==> config.mk <==
export PLATFORM = sky130hd
export DESIGN_NAME = l0_cache
export DESIGN_NICKNAME = d
export VERILOG_FILES = /design/src/hw/l0_cache_pkg.sv /design/src/hw/l0_cache.sv /design/src/hw/l0_line_store.sv /design/src/hw/l0_lookup.sv /design/src/hw/l0_refill_ctrl.sv
export SDC_FILE = /design/constraint.sdc
export NUM_CORES = 1
export LEC_CHECK = 0
export BUFFER_PORTS_ARGS = -buffer_cell sky130_fd_sc_hd__buf_2
export CAP_MARGIN = 15
export CORE_MARGIN = 2
export CORE_UTILIZATION = 24
export CTS_CLUSTER_DIAMETER = 80
export DETAILED_ROUTE_END_ITERATION = 6
export GPL_TIMING_DRIVEN = 0
export PLACE_DENSITY_LB_ADDON = 0.1
export SKIP_LAST_GASP = 1
export SLEW_MARGIN = 25
export SYNTH_ARGS = -nofsm -noshare
export SYNTH_HDL_FRONTEND = slang
export SYNTH_SLANG_ARGS = --single-unit
==> constraint.sdc <==
create_clock -name clk_i -period 11.13 [get_ports clk_i]
set_input_delay 0.5565 -clock clk_i [delete_from_list [all_inputs] [get_ports clk_i]]
set_output_delay 0.5565 -clock clk_i [all_outputs]
set_load 0.005 [all_outputs]
==> src/hw/l0_cache_pkg.sv <==
/*
  Geometry and shared types of the level-zero instruction cache.
  Lines are 128 bits, fetch words 32 bits, and the cache holds 4 lines.
  Changing the geometry needs LINE_ALIGN and FETCH_ALIGN kept consistent.
*/
package l0_cache_pkg;

  // ------------------------------
  // Geometry
  // ------------------------------
  localparam int unsigned FETCH_AW    = 32;
  localparam int unsigned FETCH_DW    = 32;
  localparam int unsigned LINE_WIDTH  = 128;
  localparam int unsigned LINE_COUNT  = 4;

  // Byte offset bits within a line and within a word
  localparam int unsigned LINE_ALIGN  = 4;
  localparam int unsigned FETCH_ALIGN = 2;

  localparam int unsigned TAG_WIDTH   = FETCH_AW - LINE_ALIGN;

  // ------------------------------
  // Request IDs
  // ------------------------------
  localparam int unsigned ID_WIDTH    = 2;

  // Demand refill and next-line prefetch
  localparam logic [ID_WIDTH-1:0] ID_REFILL   = 2'd1;
  localparam logic [ID_WIDTH-1:0] ID_PREFETCH = 2'd2;

  // ------------------------------
  // Types
  // ------------------------------
  typedef logic [FETCH_AW-1:0]   addr_t;
  typedef logic [FETCH_DW-1:0]   word_t;
  typedef logic [LINE_WIDTH-1:0] line_t;
  typedef logic [TAG_WIDTH-1:0]  tag_t;

  // One bit per line, one-hot or zero
  typedef logic [LINE_COUNT-1:0] line_sel_t;

  typedef logic [ID_WIDTH-1:0]   req_id_t;

endpackage

==> src/hw/l0_cache.sv <==
/*
  Level-zero instruction cache for a single fetch port.
  Hits return data in the same cycle, misses wait for one line refill.
  Responses are always accepted and arrive in request order, one at a time.
*/
`timescale 1ns/1ps

module l0_cache (
  input  logic                    clk_i,
  input  logic                    rst_ni,
  input  logic                    flush_valid_i,
  input  logic                    enable_prefetching_i,

  // Fetch port
  input  l0_cache_pkg::addr_t     in_addr_i,
  input  logic                    in_valid_i,
  output l0_cache_pkg::word_t     in_data_o,
  output logic                    in_ready_o,

  // Refill request
  output l0_cache_pkg::addr_t     out_req_addr_o,
  output l0_cache_pkg::req_id_t   out_req_id_o,
  output logic                    out_req_valid_o,
  input  logic                    out_req_ready_i,

  // Refill response
  input  l0_cache_pkg::line_t     out_rsp_data_i,
  input  logic                    out_rsp_valid_i
);

  import l0_cache_pkg::*;

  tag_t  [LINE_COUNT-1:0] tags;
  line_t [LINE_COUNT-1:0] data;
  line_sel_t              valid;
  line_sel_t              hit_sel;
  logic                   prefetch_present;
  addr_t                  prefetch_addr;
  logic                   evict;
  tag_t                   evict_tag;

  // Ready as soon as any line hits
  assign in_ready_o = |hit_sel;

  l0_lookup lookup_inst (
    .in_addr_i          (in_addr_i),
    .prefetch_addr_i    (prefetch_addr),
    .tags_i             (tags),
    .valid_i            (valid),
    .data_i             (data),
    .hit_sel_o          (hit_sel),
    .prefetch_present_o (prefetch_present),
    .data_o             (in_data_o)
  );

  l0_line_store line_store_inst (
    .clk_i       (clk_i),
    .rst_ni      (rst_ni),
    .flush_i     (flush_valid_i),
    .evict_i     (evict),
    .evict_tag_i (evict_tag),
    .hit_sel_i   (hit_sel),
    .rsp_valid_i (out_rsp_valid_i),
    .rsp_data_i  (out_rsp_data_i),
    .tags_o      (tags),
    .valid_o     (valid),
    .data_o      (data)
  );

  l0_refill_ctrl refill_ctrl_inst (
    .clk_i                (clk_i),
    .rst_ni               (rst_ni),
    .in_valid_i           (in_valid_i),
    .in_addr_i            (in_addr_i),
    .enable_prefetching_i (enable_prefetching_i),
    .hit_sel_i            (hit_sel),
    .prefetch_present_i   (prefetch_present),
    .out_req_ready_i      (out_req_ready_i),
    .out_rsp_valid_i      (out_rsp_valid_i),
    .prefetch_addr_o      (prefetch_addr),
    .evict_o              (evict),
    .evict_tag_o          (evict_tag),
    .out_req_valid_o      (out_req_valid_o),
    .out_req_addr_o       (out_req_addr_o),
    .out_req_id_o         (out_req_id_o)
  );

endmodule

==> src/hw/l0_line_store.sv <==
/*
  Tag, valid and data arrays of the cache with round-robin replacement.
  Only one refill may be outstanding, its line is kept in a single
  pending register. Data and tags have no reset, valid bits do.
*/
`timescale 1ns/1ps

module l0_line_store (
  input  logic                                                clk_i,
  input  logic                                                rst_ni,
  input  logic                                                flush_i,
  input  logic                                                evict_i,
  input  l0_cache_pkg::tag_t                                  evict_tag_i,
  input  l0_cache_pkg::line_sel_t                             hit_sel_i,
  input  logic                                                rsp_valid_i,
  input  l0_cache_pkg::line_t                                 rsp_data_i,
  output l0_cache_pkg::tag_t  [l0_cache_pkg::LINE_COUNT-1:0]  tags_o,
  output l0_cache_pkg::line_sel_t                             valid_o,
  output l0_cache_pkg::line_t [l0_cache_pkg::LINE_COUNT-1:0]  data_o
);

  import l0_cache_pkg::*;

  localparam int unsigned PtrWidth = $clog2(LINE_COUNT);

  tag_t  [LINE_COUNT-1:0] tag_q;
  line_t [LINE_COUNT-1:0] data_q;
  line_sel_t              valid_q;
  line_sel_t              pending_q;
  line_sel_t              victim;

  logic [PtrWidth-1:0] rr_q;
  logic [PtrWidth-1:0] rr_d;
  logic [PtrWidth-1:0] rr_next;
  logic [PtrWidth-1:0] rr_skip;

  assign rr_next = rr_q + 1'b1;
  assign rr_skip = rr_q + 2'd2;

  // ------------------------------
  // Victim choice
  // ------------------------------
  // Never replace the line the current fetch is reading from
  always_comb begin
    victim = line_sel_t'(1) << rr_q;
    rr_d   = rr_q;
    if (evict_i) begin
      if (victim == hit_sel_i) begin
        victim = line_sel_t'(1) << rr_next;
        rr_d   = rr_skip;
      end else begin
        rr_d   = rr_next;
      end
    end
  end

  // ------------------------------
  // Control state
  // ------------------------------
  always_ff @(posedge clk_i or negedge rst_ni) begin
    if (!rst_ni) begin
      rr_q    <= '0;
      valid_q <= '0;
    end else begin
      rr_q <= rr_d;
      for (int unsigned i = 0; i < LINE_COUNT; i++) begin
        if (evict_i && victim[i]) begin
          valid_q[i] <= 1'b0;
        end else if (rsp_valid_i && pending_q[i]) begin
          valid_q[i] <= 1'b1;
        end
      end
      // Flush overrides a refill landing in the same cycle
      if (flush_i) begin
        valid_q <= '0;
      end
    end
  end

  // ------------------------------
  // Arrays
  // ------------------------------
  always_ff @(posedge clk_i) begin
    if (evict_i) begin
      pending_q <= victim;
    end
    for (int unsigned i = 0; i < LINE_COUNT; i++) begin
      if (evict_i && victim[i]) begin
        tag_q[i] <= evict_tag_i;
      end
      if (rsp_valid_i && pending_q[i]) begin
        data_q[i] <= rsp_data_i;
      end
    end
  end

  assign tags_o  = tag_q;
  assign valid_o = valid_q;
  assign data_o  = data_q;

  // Relies on the lookup producing a one-hot hit vector
  victim_not_hit_a: assert property (@(posedge clk_i) disable iff (!rst_ni)
    evict_i |-> (victim & hit_sel_i) == '0)
    else $error("l0_line_store: victim %b overlaps hit line %b", victim, hit_sel_i);

endmodule

==> src/hw/l0_lookup.sv <==
/*
  Fully associative tag compare for the fetch and prefetch addresses.
  Purely combinational. Only valid lines can hit, so lines that are
  waiting for their refill never match.
*/
`timescale 1ns/1ps

module l0_lookup (
  input  l0_cache_pkg::addr_t                                 in_addr_i,
  input  l0_cache_pkg::addr_t                                 prefetch_addr_i,
  input  l0_cache_pkg::tag_t  [l0_cache_pkg::LINE_COUNT-1:0]  tags_i,
  input  l0_cache_pkg::line_sel_t                             valid_i,
  input  l0_cache_pkg::line_t [l0_cache_pkg::LINE_COUNT-1:0]  data_i,
  output l0_cache_pkg::line_sel_t                             hit_sel_o,
  output logic                                                prefetch_present_o,
  output l0_cache_pkg::word_t                                 data_o
);

  import l0_cache_pkg::*;

  tag_t      fetch_tag;
  tag_t      prefetch_tag;
  line_sel_t prefetch_sel;
  line_t     hit_line;

  logic [LINE_ALIGN-FETCH_ALIGN-1:0] word_idx;

  assign fetch_tag    = in_addr_i[FETCH_AW-1:LINE_ALIGN];
  assign prefetch_tag = prefetch_addr_i[FETCH_AW-1:LINE_ALIGN];
  assign word_idx     = in_addr_i[LINE_ALIGN-1:FETCH_ALIGN];

  // ------------------------------
  // Tag compare
  // ------------------------------
  always_comb begin
    for (int unsigned i = 0; i < LINE_COUNT; i++) begin
      hit_sel_o[i]    = valid_i[i] && (tags_i[i] == fetch_tag);
      prefetch_sel[i] = valid_i[i] && (tags_i[i] == prefetch_tag);
    end
  end

  assign prefetch_present_o = |prefetch_sel;

  // ------------------------------
  // Word select
  // ------------------------------
  // AND-OR mux over the lines, the hit vector is at most one-hot
  always_comb begin
    hit_line = '0;
    for (int unsigned i = 0; i < LINE_COUNT; i++) begin
      hit_line |= {LINE_WIDTH{hit_sel_o[i]}} & data_i[i];
    end
  end

  assign data_o = hit_line[word_idx*FETCH_DW +: FETCH_DW];

  // The line store never holds two valid lines with the same tag
  always_comb begin
    hit_onehot_a: assert final ($onehot0(hit_sel_o))
      else $error("l0_lookup: fetch hits more than one line (%b)", hit_sel_o);
  end

endmodule

==> src/hw/l0_refill_ctrl.sv <==
/*
  Miss detection, next-line prefetch and the refill request port.
  At most one refill or prefetch is outstanding. A latched prefetch
  counts as outstanding from the cycle it is latched. Demand goes first.
*/
`timescale 1ns/1ps

module l0_refill_ctrl (
  input  logic                    clk_i,
  input  logic                    rst_ni,
  input  logic                    in_valid_i,
  input  l0_cache_pkg::addr_t     in_addr_i,
  input  logic                    enable_prefetching_i,
  input  l0_cache_pkg::line_sel_t hit_sel_i,
  input  logic                    prefetch_present_i,
  input  logic                    out_req_ready_i,
  input  logic                    out_rsp_valid_i,
  output l0_cache_pkg::addr_t     prefetch_addr_o,
  output logic                    evict_o,
  output l0_cache_pkg::tag_t      evict_tag_o,
  output logic                    out_req_valid_o,
  output l0_cache_pkg::addr_t     out_req_addr_o,
  output l0_cache_pkg::req_id_t   out_req_id_o
);

  import l0_cache_pkg::*;

  tag_t  fetch_tag;
  tag_t  next_tag;
  addr_t miss_addr;
  addr_t next_addr;

  logic  hit_any;
  logic  miss;
  logic  miss_q;
  logic  evict_miss;
  logic  evict_prefetch;
  logic  pending_q;
  logic  prefetch_gen;
  logic  latch_prefetch;
  logic  pf_valid_q;
  logic  pf_issue;
  addr_t pf_addr_q;

  assign fetch_tag = in_addr_i[FETCH_AW-1:LINE_ALIGN];
  assign next_tag  = fetch_tag + 1'b1;
  assign miss_addr = {fetch_tag, {LINE_ALIGN{1'b0}}};
  assign next_addr = {next_tag, {LINE_ALIGN{1'b0}}};

  // The lookup checks whether the next line is already there
  assign prefetch_addr_o = next_addr;

  // ------------------------------
  // Miss and prefetch detection
  // ------------------------------
  assign hit_any = |hit_sel_i;
  assign miss    = in_valid_i && !hit_any && !pending_q;

  assign prefetch_gen   = enable_prefetching_i && in_valid_i && hit_any &&
                          !prefetch_present_i && !pending_q;
  assign latch_prefetch = prefetch_gen && !pf_valid_q;

  // A miss evicts once, even while its request waits for ready
  assign evict_miss     = miss && !miss_q;
  assign evict_prefetch = latch_prefetch;

  assign evict_o     = evict_miss || evict_prefetch;
  assign evict_tag_o = evict_prefetch ? next_tag : fetch_tag;

  // ------------------------------
  // Request arbitration
  // ------------------------------
  assign out_req_valid_o = miss || pf_valid_q;
  assign out_req_addr_o  = miss ? miss_addr : pf_addr_q;
  assign out_req_id_o    = miss ? ID_REFILL : ID_PREFETCH;

  // Held prefetch goes out only when no demand miss is asking
  assign pf_issue = pf_valid_q && !miss && out_req_ready_i;

  always_ff @(posedge clk_i or negedge rst_ni) begin
    if (!rst_ni) begin
      miss_q     <= 1'b0;
      pending_q  <= 1'b0;
      pf_valid_q <= 1'b0;
    end else begin
      miss_q <= miss;
      if (pending_q) begin
        if (out_rsp_valid_i) begin
          pending_q <= 1'b0;
        end
      end else if ((miss && out_req_ready_i) || latch_prefetch) begin
        pending_q <= 1'b1;
      end
      if (latch_prefetch) begin
        pf_valid_q <= 1'b1;
      end else if (pf_issue) begin
        pf_valid_q <= 1'b0;
      end
    end
  end

  always_ff @(posedge clk_i) begin
    if (latch_prefetch) begin
      pf_addr_q <= next_addr;
    end
  end

  // ------------------------------
  // Assertions
  // ------------------------------
  req_stable_a: assert property (@(posedge clk_i) disable iff (!rst_ni)
    out_req_valid_o && !out_req_ready_i |=>
      out_req_valid_o && $stable(out_req_addr_o) && $stable(out_req_id_o))
    else $error("l0_refill_ctrl: request changed under back-pressure");

  // The line store keeps a single pending line, so a held prefetch owns it
  evict_exclusive_a: assert property (@(posedge clk_i) disable iff (!rst_ni)
    evict_miss |-> !pf_valid_q)
    else $error("l0_refill_ctrl: miss evicts while a prefetch is still held");

endmodule

==> impl_metrics.py, run 1 <==
metrics = {
    "outcome": {
        "outcome": "completed",
    },
    "cells_and_area": {
        "finish.instance_area_mm2": 0.0362,
        "multiInputGateArea_mm2": 0.00907,
        "final-seq-area_mm2": 0.0199,
        "layout-drive-gt1-share_pct": 19.3,
        "syn_to_final_growth_pct": 22.1,
        "final_nets": 2617,
        "nFillCells": 12300,
    },
    "detailed_routing": {
        "first_iter_violations": 1812,
        "num_vias": 20600,
        "drc": 0,
        "detail-route-antenna-nets": 0,
        "viasPerCell": 4.96,
        "wirelength_um": 123000,
        "wl_per_cell_um": 29.7,
        "dr.pass1.iters": 5,
    },
    "clock_tree": {
        "cts.sinks": 665,
        "cts.path.max_buffers": 3,
        "postCtsResizedCells": 0,
        "path_clk_slew_ns": 0.06,
        "clk_root_buffer_cell": "clkbuf_16",
        "htree_levels": 3,
        "cts_buffers": 84,
        "clk_latency_ns": 0.67,
        "cts_tree": "done",
    },
    "synth": {
        "synthFlopType": "edfxtp_1",
        "yosysWarnings": 0,
        "ys_seq_area_share_pct": 67.2,
        "yosys.cell_types.count": 78,
        "synth_edf_count": 656,
        "syn-instance-count": 2107,
        "ys_seq_elements": 665,
        "syn_area_per_cell_um2": 14.1,
        "syn-cell-area_mm2": 0.0297,
        "async_reset_ff_share_pct": 1.35,
    },
    "sta": {
        "min_period_over_period_pct": 62.9,
        "period_minus_slack_ns": 7.00,
        "worst_slew_pin_slew_ns": 1.18,
        "max-slew-margin-rel_pct": 20.3,
        "rsz0062_at_grt": "false",
        "fmax_mhz": 143,
        "finalSetupViolCount": 0,
        "hold_slack_ns": 0.108,
        "slew_viol_final": 0,
        "hold_viol": 0,
        "skew_ns": 0.0399,
        "finalSetupTns_ns": 0,
    },
    "die": {
        "fp.dieW_um": 356,
        "core_mm2": 0.122,
        "dieArea_mm2": 0.126,
        "io_pins": 235,
        "start_util_pct": 24.3,
        "die_h_um": 356,
        "row_count": 128,
    },
    "global_routing": {
        "antenna_found_initial": 53,
        "grt_pass1_wl_um": 167000,
        "grt_overflow": 0,
        "globalRouteTotalUtil_pct": 19.0,
        "grt_max_degree": 38,
        "grt_pass1_vias": 20800,
    },
    "placement": {
        "place_congestion": 0.901,
        "portBuffers": 217,
        "dpl-instance-area_mm2": 0.0334,
        "hpwl_um": 91400,
    },
    "worst_setup_path": {
        "end_kind": "primary output",
        "crit_path_max_fanout": 11,
        "cp_data_required_time_ns": 10.57,
        "worstSetupPathType": "input port to primary output",
        "worstPathArrival_ns": 6.44,
        "cp-start-kind": "input port",
    },
    "pwr": {
        "power.total_mw": 6.57,
        "vdd_drop_max_v": 0.000105,
        "p_leak_nw": 11.5,
        "p_per_area_mw_per_mm2": 181,
    },
    "run": {
        "drv_cap": 0,
    },
    "min_path": {
        "hold_class": "input port to register",
    },
}
[kinds of logic after synthesis]
group           synth area share, %
compound gates                 12.9
xor+xnor                       7.30
fa+ha+maj                     0.211
buf+inv                        2.62
flops                          67.2
mux                            1.17
other cells                  0.0126
simple gates                   8.60
[state kept, by name, summed over array words and instances, names as in the netlist]
signal                       flops
line_store_inst.pending_q        4
line_store_inst.valid_o          4
line_store_inst.tags_o         112
refill_ctrl_inst.pf_addr_q      28
refill_ctrl_inst.pf_valid_q      1
refill_ctrl_inst.pending_q       1
line_store_inst.data_o         512
line_store_inst.rr_q             2
refill_ctrl_inst.miss_q          1
[what timing repair did]
action | 4_1_cts | 5_1_grt
setup buffers | 0 | 0
hold buffers | 1 | 0
hold endpoints to repair | 9 | 0
setup endpoints to repair | 0 | 0
[cells in the mapped netlist, drive strengths merged (13+ instances only)]
library cell / count / area, µm²
o21ai: 117 / 586
nor3: 32 / 160
nor2: 42 / 158
xor2: 83 / 727
nand2: 73 / 277
a31oi: 13 / 81.3
a21boi: 34 / 255
nand4: 66 / 449
nand3: 68 / 363
xnor2: 159 / 1390
buf: 70 / 388
a21oi: 57 / 285
mux2: 29 / 327
edfxtp: 656 / 19700
and2: 13 / 81.3
nor4: 39 / 323
a22oi: 259 / 1940
and4: 15 / 131
clkbuf: 76 / 285
or4: 20 / 154
inv: 28 / 105
[metrics by stage]
step | utilization, % | instances | worst slack, ns
final | 29.6 | 4144 | 4.13
after global routing | 29.6 | 4138 | 3.99
after CTS | 29.6 | 4135 | 4.11
after detailed placement | 27.4 | 3983 | 4.14
after global placement | 26.8 | 3952 | -0.563
after floorplan | - | 2110 | 5.23
[worst max-delay path, stage by stage]
cell      delay (ns)
buf_2           0.14
buf_1           0.36
xnor2_1         0.93
nand4_1         0.16
or4_1           0.62
nor4_4          0.68
clkbuf_1        0.66
clkbuf_1        0.81
a22oi_1         0.21
a21boi_0        0.57
o21ai_0         0.29
o21ai_0         0.24
buf_2           0.19
[cell type report]
type                    count  area share (%)
diodes                      9          0.0622
plain buffers             146            1.87
clock buffers             105            6.20
clock inverters            46            1.39
inverters                  28           0.290
multi-input cells        1271            25.0
flip-flops and latches    665            55.0
well taps                1625            5.61
repair buffers            249            4.56
[path summary, 6_finish.rpt]
path / to / slack (ns) / startpoint / cells after the start
worst max-delay path: in_data_o[16] / 4.13 / in_addr_i[24] / 13
worst min-delay path: line_store_inst.data_o[64]$_DFFE_PP_ / 0.11 / out_rsp_data_i[64] / 1
worst max register to register: line_store_inst.tags_o[50]$_DFFE_PP_ / 5.32 / line_store_inst.tags_o[73]$_DFFE_PP_ / 11
worst min register to register: line_store_inst.rr_q[1]$_DFFE_PN0N_ / 0.52 / line_store_inst.rr_q[1]$_DFFE_PN0N_ / 1
max in group asynchronous: line_store_inst.valid_o[3]$_DFFE_PN0P_ / 10.43 / rst_ni / 2
min in group asynchronous: line_store_inst.rr_q[0]$_DFFE_PN0P_ / 0.42 / rst_ni / 2
[layout by cell type, fill, tap and decap left out, types with 29 or more instances in the layout]
master	n
nand2_1	72
xor2_1	83
nor3_1	31
nand3_1	65
a21boi_0	34
mux2_2	29
nand4_1	63
a21oi_1	57
nor2_1	38
a22oi_1	259
nor4_1	29
xnor2_1	158
o21ai_0	112
buf_2	251
clkbuf_1	90
edfxtp_1	656
clkbuf_16	87
[where the power goes]
part           total, mW  switching (mW)  internal [mW]
sequential          3.07          0.0717           3.00
combinational      0.796           0.558          0.238
clock               2.70            1.08           1.62
total               6.57            1.71           4.86
[routing by layer]
layer / share of wire, % / wire length (µm) / GRT usage, %
met5: 0.23 / 277 / 0
met4: 2.4 / 2920 / 5.16
met3: 7.7 / 9490 / 5.12
met2: 47 / 57600 / 31.0
met1: 43 / 52700 / 24.9
(Power assumes the default switching activity.)
==> inputs of run 2 (changes only) <==
--- a/config.mk
+++ b/config.mk
@@ -5,6 +5,7 @@
 export SDC_FILE = /design/constraint.sdc
 export NUM_CORES = 1
 export LEC_CHECK = 0
+export ABC_AREA = 1
 export BUFFER_PORTS_ARGS = -buffer_cell sky130_fd_sc_hd__buf_2
 export CAP_MARGIN = 15
 export CORE_MARGIN = 2
==> constraint.sdc (replaced) <==
create_clock -name clk_i -period 6 [get_ports clk_i]
set_input_delay 0.3 -clock clk_i [delete_from_list [all_inputs] [get_ports clk_i]]
set_output_delay 0.3 -clock clk_i [all_outputs]
set_load 0.005 [all_outputs]
==> run 2 against run 1 <==
  * Clock-buffer cell count increased by 1
  * Register-to-register slack worse by 4.4 ns
  * Sequential share of layout area shrank 3.3 points
  * Non-clock buffer count is 75 higher
  * Critical path type is now register to primary output
==> impl_metrics.py, run 2 <==
metrics = {
    "synth": {
        "syn-instance-count": 3029,
        "synth_common_cells": "916 x nand2_1, 656 x edfxtp_1, 332 x nand3_1, 234 x nor2_1, 191 x inv_1",
        "ys_seq_elements": 665,
        "yosysWarnings": 0,
        "syn_area_per_cell_um2": 10.3,
        "synth_edf_count": 656,
        "async_reset_ff_share_pct": 1.35,
        "synth_top_cell_by_area": "edfxtp_1",
        "synthTopCellsByArea": "edfxtp_1 63%, nand2_1 11%, nand3_1 5.4%, nor2_1 2.8%, inv_1 2.3%",
        "synthFlopType": "edfxtp_1",
        "yosysMostFrequentCell": "nand2_1",
        "ys_seq_area_share_pct": 64.2,
        "syn-cell-area_mm2": 0.0311,
        "synth.top_cell.area_share_pct": 63.4,
        "yosys.cell_types.count": 50,
    },
    "worst_setup_path": {
        "crit_end": "in_data_o[22]",
        "worstSetupPathType": "register to primary output",
        "path_buf_inv": 4,
        "crit_path_max_fanout": 10,
        "cp_slowest_cell": "clkbuf_1",
        "cp_data_required_time_ns": 5.70,
        "r2r_cells": 16,
        "crit_top_cell": "nand2_1",
        "worstPathCellList": "xnor2_1, nand2_1, nor3_1, nand4_1, nor3_1, nand2_1, inv_1, clkbuf_1, clkbuf_1, a21oi_1, nand3_1, nand3_1, nand2_1, buf_2",
        "reg2reg_slack_ns": 0.93,
        "reg2reg_to": "line_store_inst.tags_o[69]$_DFFE_PP_",
        "end_kind": "primary output",
        "cp-start-kind": "register",
        "crit_start": "line_store_inst.tags_o[5]$_DFFE_PP_",
        "cp.depth": 14,
        "critPathMaxStageDelay_ns": 0.69,
        "path_delay_family": "simple AND/OR/NAND/NOR gates",
        "worstPathArrival_ns": 5.32,
        "rr_startpoint": "line_store_inst.tags_o[41]$_DFFE_PP_",
    },
    "clock_tree": {
        "postCtsResizedCells": 0,
        "htree_levels": 3,
        "clk_root_buffer_cell": "clkbuf_16",
        "cts.sinks": 665,
        "path_clk_slew_ns": 0.05,
        "cts_tree": "done",
        "clk_latency_ns": 0.70,
        "cts.path.max_buffers": 3,
        "cts_buffers": 83,
    },
    "cells_and_area": {
        "layout_common_cells": "916 x nand2_1, 656 x edfxtp_1, 332 x nand3_1",
        "layout_commonest_cell": "nand2_1",
        "syn_to_final_growth_pct": 24.1,
        "final_cells": 5267,
        "final_nets": 3640,
        "postLayoutCoreUtil_pct": 30.1,
        "finish.instance_area_mm2": 0.0385,
        "largest_reg_flops": 512,
        "layout-drive-gt1-share_pct": 13.5,
    },
    "sta": {
        "slew_viol_final": 0,
        "rsz0062_at_grt": "false",
        "max-slew-margin-rel_pct": 26.1,
        "skew_ns": 0.0357,
        "setup_slack_ns": 0.378,
        "hold_viol": 0,
        "worst_slew_pin_slew_ns": 1.11,
        "min_period_over_period_pct": 93.7,
        "finalSetupViolCount": 0,
        "fmax_mhz": 178,
        "finalSetupTns_ns": 0,
        "hold_slack_ns": 0.0484,
        "period_minus_slack_ns": 5.62,
    },
    "die": {
        "core_mm2": 0.128,
        "die_h_um": 364,
        "io_pins": 235,
        "row_count": 131,
        "fp.dieW_um": 364,
        "start_util_pct": 24.3,
        "dieArea_mm2": 0.132,
    },
    "placement": {
        "dp_slack_ns": 0.640,
        "dpl-instance-area_mm2": 0.0346,
        "place_congestion": 0.983,
        "portBuffers": 204,
        "dp_cells": 4979,
        "hpwl_um": 98200,
    },
    "detailed_routing": {
        "wl_per_cell_um": 24.9,
        "dr.pass1.iters": 5,
        "drc": 0,
        "viasPerCell": 4.54,
        "detail-route-antenna-nets": 0,
        "num_vias": 23900,
        "wirelength_um": 131000,
        "first_iter_violations": 2205,
    },
    "pwr": {
        "p_leak_nw": 14.9,
        "vdd_drop_max_v": 0.000219,
        "power.total_mw": 12.8,
        "p_per_area_mw_per_mm2": 331,
    },
    "global_routing": {
        "grt_pass1_vias": 23200,
        "globalRouteTotalUtil_pct": 19.6,
        "grt_overflow": 0,
        "grt_max_degree": 73,
        "antenna_found_initial": 26,
        "grt_pass1_wl_um": 181000,
    },
    "run": {
        "drv_cap": 0,
    },
    "outcome": {
        "outcome": "completed",
    },
    "min_path": {
        "hold_class": "input port to async pin",
    },
}
-- run 2: changes by cell type after synthesis, sizes merged, moves of 87 or more --
cell / before / now
xnor2: 159 / 37
inv: 28 / 209
a21oi: 57 / 144
nand2: 73 / 933
nor2: 42 / 250
a22oi: 259 / 1
nand3: 68 / 334
-- run 2: timing repair --
item,4_1_cts,5_1_grt
hold buffers,133,0
endpoints found under the hold margin,524,0
setup buffers,0,0
-- run 2: final cells by class --
| cell class | count | area [µm²] |
|---|---|---|
| Antenna cell | 4 | 10.0 |
| Buffer | 119 | 571 |
| Clock buffer | 106 | 2160 |
| Clock inverter | 45 | 480 |
| Fill cell | 13500 | 89500 |
| Inverter | 212 | 828 |
| Multi-Input combinational cell | 2036 | 9780 |
| Sequential cell | 665 | 19900 |
| Tap cell | 1729 | 2160 |
| Timing Repair Buffer | 351 | 2630 |
-- run 2: worst min-delay path by stage --
stage,startpoint,end,slack (ns),cells past startpoint
final,rst_ni,line_store_inst.valid_o[1]$_DFFE_PN0P_,0.05,2
after global routing,rst_ni,line_store_inst.valid_o[1]$_DFFE_PN0P_,0.05,2
after CTS,rst_ni,line_store_inst.valid_o[1]$_DFFE_PN0P_,0.02,2
after detailed placement,rst_ni,refill_ctrl_inst.pending_q$_DFF_PN0_,0.22,1
after global placement,rst_ni,refill_ctrl_inst.pending_q$_DFF_PN0_,0.22,1
after floorplan,rst_ni,line_store_inst.rr_q[0]$_DFFE_PN0P_,0.004,0
-- run 2: kinds of logic (layout without fill, tap and decap cells) --
family | count (synthesis) | after routing | share of synthesized area (%)
fa+ha+maj | 5 | 5 | 0.201
other cells | 1 | 8 | 0.0121
buf+inv | 331 | 833 | 4.40
xor+xnor | 108 | 108 | 3.05
simple gates | 1620 | 1620 | 22.4
compound gates | 299 | 299 | 5.83
flops | 665 | 665 | 64.2
-- run 2: power breakdown --
group | internal [mW] | switching (mW) | total (mW)
sequential | 5.75 | 0.190 | 5.94
combinational | 0.514 | 1.40 | 1.91
clock | 2.83 | 2.08 | 4.91
-- run 2: layer usage --
layer  vias to the layer above  routed length [µm]  global-route usage, %
met2                       687               60400                   31.4
li1                      11300                   -                      -
met3                       161                6860                   3.07
met5                         -                 173                      0
met4                        28                2830                   4.55
met1                     11800               61100                   27.7
-- run 2: worst register-to-register path, cell delays in order, from the launching register on --
cell      delay, ns
edfxtp_1       0.38
xnor2_1        0.66
nand3_1        0.19
nor2_1         0.34
nand2_1        0.22
nor2_2         0.56
nor2_1         0.11
nand3_1        0.18
nand2_1        0.08
nor2_1         0.46
nand2_1        0.16
nor2_2         0.15
nand2_4        0.12
nand2_2        0.13
buf_6          0.17
nand2_2        0.07
inv_2          0.67
==> inputs of run 3 (changes only) <==
--- a/config.mk
+++ b/config.mk
@@ -9,11 +9,12 @@
 export BUFFER_PORTS_ARGS = -buffer_cell sky130_fd_sc_hd__buf_2
 export CAP_MARGIN = 15
 export CORE_MARGIN = 2
-export CORE_UTILIZATION = 24
+export CORE_UTILIZATION = 55
 export CTS_CLUSTER_DIAMETER = 80
 export DETAILED_ROUTE_END_ITERATION = 6
 export GPL_TIMING_DRIVEN = 0
 export PLACE_DENSITY_LB_ADDON = 0.1
+export RECOVER_POWER = 50
 export SKIP_LAST_GASP = 1
 export SLEW_MARGIN = 25
 export SYNTH_ARGS = -nofsm -noshare
==> run 3 against run 2 <==
  * The flow now finishes with violations (max-capacitance violations, max-slew violations)
  * Cell area shrank 4.8%
  * Critical path depth shrank 2
  * Register-to-register slack is essentially flat
  * Via count grew 11%
  * Non-clock buffer count shrank 5
  * Total power shrank 2.9%
  * Die area shrank 56%
  * Utilization grew 35 points
  * Clock power shrank 8.1%
  * Critical path type unchanged
  * Critical endpoint is now in_data_o[2]
  * Largest cell class unchanged
==> impl_metrics.py, run 3 (synthesis results as in run 2) <==
metrics = {
    "clock_tree": {
        "clk_latency_ns": 0.63,
        "htree_levels": 3,
        "postCtsResizedCells": 0,
        "cts_tree": "done",
        "clk_root_buffer_cell": "clkbuf_16",
        "cts_buffers": 71,
        "cts.sinks": 665,
        "path_clk_slew_ns": 0.06,
        "cts.path.max_buffers": 3,
    },
    "global_routing": {
        "antenna_found_initial": 2,
        "grt_overflow": 0,
        "globalRouteTotalUtil_pct": 42.0,
        "grt_pass1_vias": 25700,
        "grt_max_degree": 87,
        "grt_pass1_wl_um": 175000,
    },
    "pwr": {
        "p_per_area_mw_per_mm2": 338,
        "p_leak_nw": 14.3,
        "power.total_mw": 12.4,
        "vdd_drop_max_v": 0.000375,
    },
    "placement": {
        "portBuffers": 204,
        "place_congestion": 0.992,
        "dp_cells": 4003,
        "hpwl_um": 88000,
    },
    "worst_setup_path": {
        "end_kind": "primary output",
        "worstSetupPathType": "register to primary output",
        "cp_data_required_time_ns": 5.70,
        "worstPathArrival_ns": 5.18,
        "crit_start": "line_store_inst.tags_o[73]$_DFFE_PP_",
        "rr_startpoint": "line_store_inst.pending_q[2]$_DFFE_PN_",
        "cp-start-kind": "register",
        "crit_path_max_fanout": 10,
    },
    "sta": {
        "skew_ns": 0.0441,
        "min_period_over_period_pct": 91.3,
        "worst_slew_pin_slew_ns": 4.10,
        "slew_viol_final": 244,
        "hold_viol": 0,
        "rsz0062_at_grt": "false",
        "period_minus_slack_ns": 5.48,
        "fmax_mhz": 183,
        "max-slew-margin-rel_pct": -175,
        "finalSetupViolCount": 0,
    },
    "die": {
        "start_util_pct": 55.4,
        "dieArea_mm2": 0.0584,
        "core_mm2": 0.0561,
        "die_h_um": 242,
        "row_count": 87,
        "io_pins": 235,
        "fp.dieW_um": 242,
    },
    "cells_and_area": {
        "layout_commonest_cell": "nand2_1",
        "final_cells": 4260,
        "layout_common_cells": "917 x nand2_1, 656 x edfxtp_1, 332 x nand3_1",
        "largest_reg_flops": 512,
        "syn_to_final_growth_pct": 18.2,
        "layout-drive-gt1-share_pct": 9.31,
        "final_nets": 3623,
        "postLayoutCoreUtil_pct": 65.5,
    },
    "detailed_routing": {
        "first_iter_violations": 4086,
        "num_vias": 26600,
        "wirelength_um": 124000,
        "wl_per_cell_um": 29.2,
        "dr.pass1.iters": 6,
        "viasPerCell": 6.24,
        "drc": 0,
        "detail-route-antenna-nets": 0,
    },
    "min_path": {
        "min_from": "flush_valid_i",
        "hold_class": "input port to register",
    },
    "outcome": {
        "violations": "max-capacitance violations, max-slew violations",
        "outcome": "finished, violations left",
    },
    "run": {
        "drv_cap": 4,
    },
}
-- run 3: cell types whose count changed in the layout (fill, tap and decap cells not counted), sizes merged, moves of 3 or more --
cell	previous run	this run
clkinvlp	4	7
inv	211	207
buf	279	145
clkinv	36	27
clkbuf	164	276
-- run 3: what timing repair did --
item,CTS,global route
buffers inserted,0,0
endpoints found under the hold margin,523,0
hold buffers,131,0
-- run 3: area by class of cell --
class	count	area [µm²]
Sequential cell	665	19900
Buffer	119	568
Clock inverter	37	447
Timing Repair Buffer	346	2390
Antenna cell	2	5.00
Clock buffer	87	1880
Fill cell	4194	19400
Tap cell	756	946
Inverter	212	803
Multi-Input combinational cell	2036	9750
-- run 3: metal layers --
layer  global-route usage [%]  vias up  part of all wire, %  routed length (µm)
met5                        0        -                    0                   0
met4                     23.9        0                  6.7                8360
met3                     8.71      429                   11               14200
met2                     66.7     2234                   46               56800
met1                     54.1    12700                   36               45000
li1                         -    11200                    -                   -
-- run 3: path summary, 6_finish.rpt --
kind                            slack (ns)                                      to  cells past startpoint
worst max-delay path                  0.52                            in_data_o[2]                     12
worst max register to register        0.92   line_store_inst.data_o[311]$_DFFE_PP_                      2
worst min-delay path                  0.02  line_store_inst.valid_o[3]$_DFFE_PN0P_                      4
worst min register to register        0.47    refill_ctrl_inst.pending_q$_DFF_PN0_                      1
max in group asynchronous             5.38  line_store_inst.valid_o[0]$_DFFE_PN0P_                      2
min in group asynchronous             0.21     line_store_inst.rr_q[1]$_DFFE_PN0N_                      2
-- run 3: power by group --
part           switching [mW]  total (mW)  leakage [nW]  internal [mW]
registers               0.219        6.00          6.21           5.78
clock network            1.93        4.51          1.13           2.59
logic                    1.39        1.88          6.94          0.491
-- run 3: through the flow --
stage          hold WS [ns]  worst slack [ns]  cell area, µm²  setup TNS, ns
3_5_place_dp          0.189              1.09           33300              0
6_report             0.0246             0.522           36700              0
4_1_cts             0.00215             0.900           36900              0
5_1_grt              0.0397             0.407           36700              0
3_3_place_gp          0.173             -1.70           33000         -47.48
2_1_floorplan       0.00441              1.79           31100              0
-- run 3: critical path, cell delays in order (launching register included) --
cell and delay, ns:
edfxtp_1 0.41, xnor2_1 0.85, nand4_1 0.38, nor4_1 0.32, nand2_1 0.23, inv_1 0.25
clkbuf_1 0.54, clkbuf_1 0.74, a21oi_1 0.22, nand3_1 0.13, nand3_1 0.19, nand2_1 0.16
buf_2 0.13
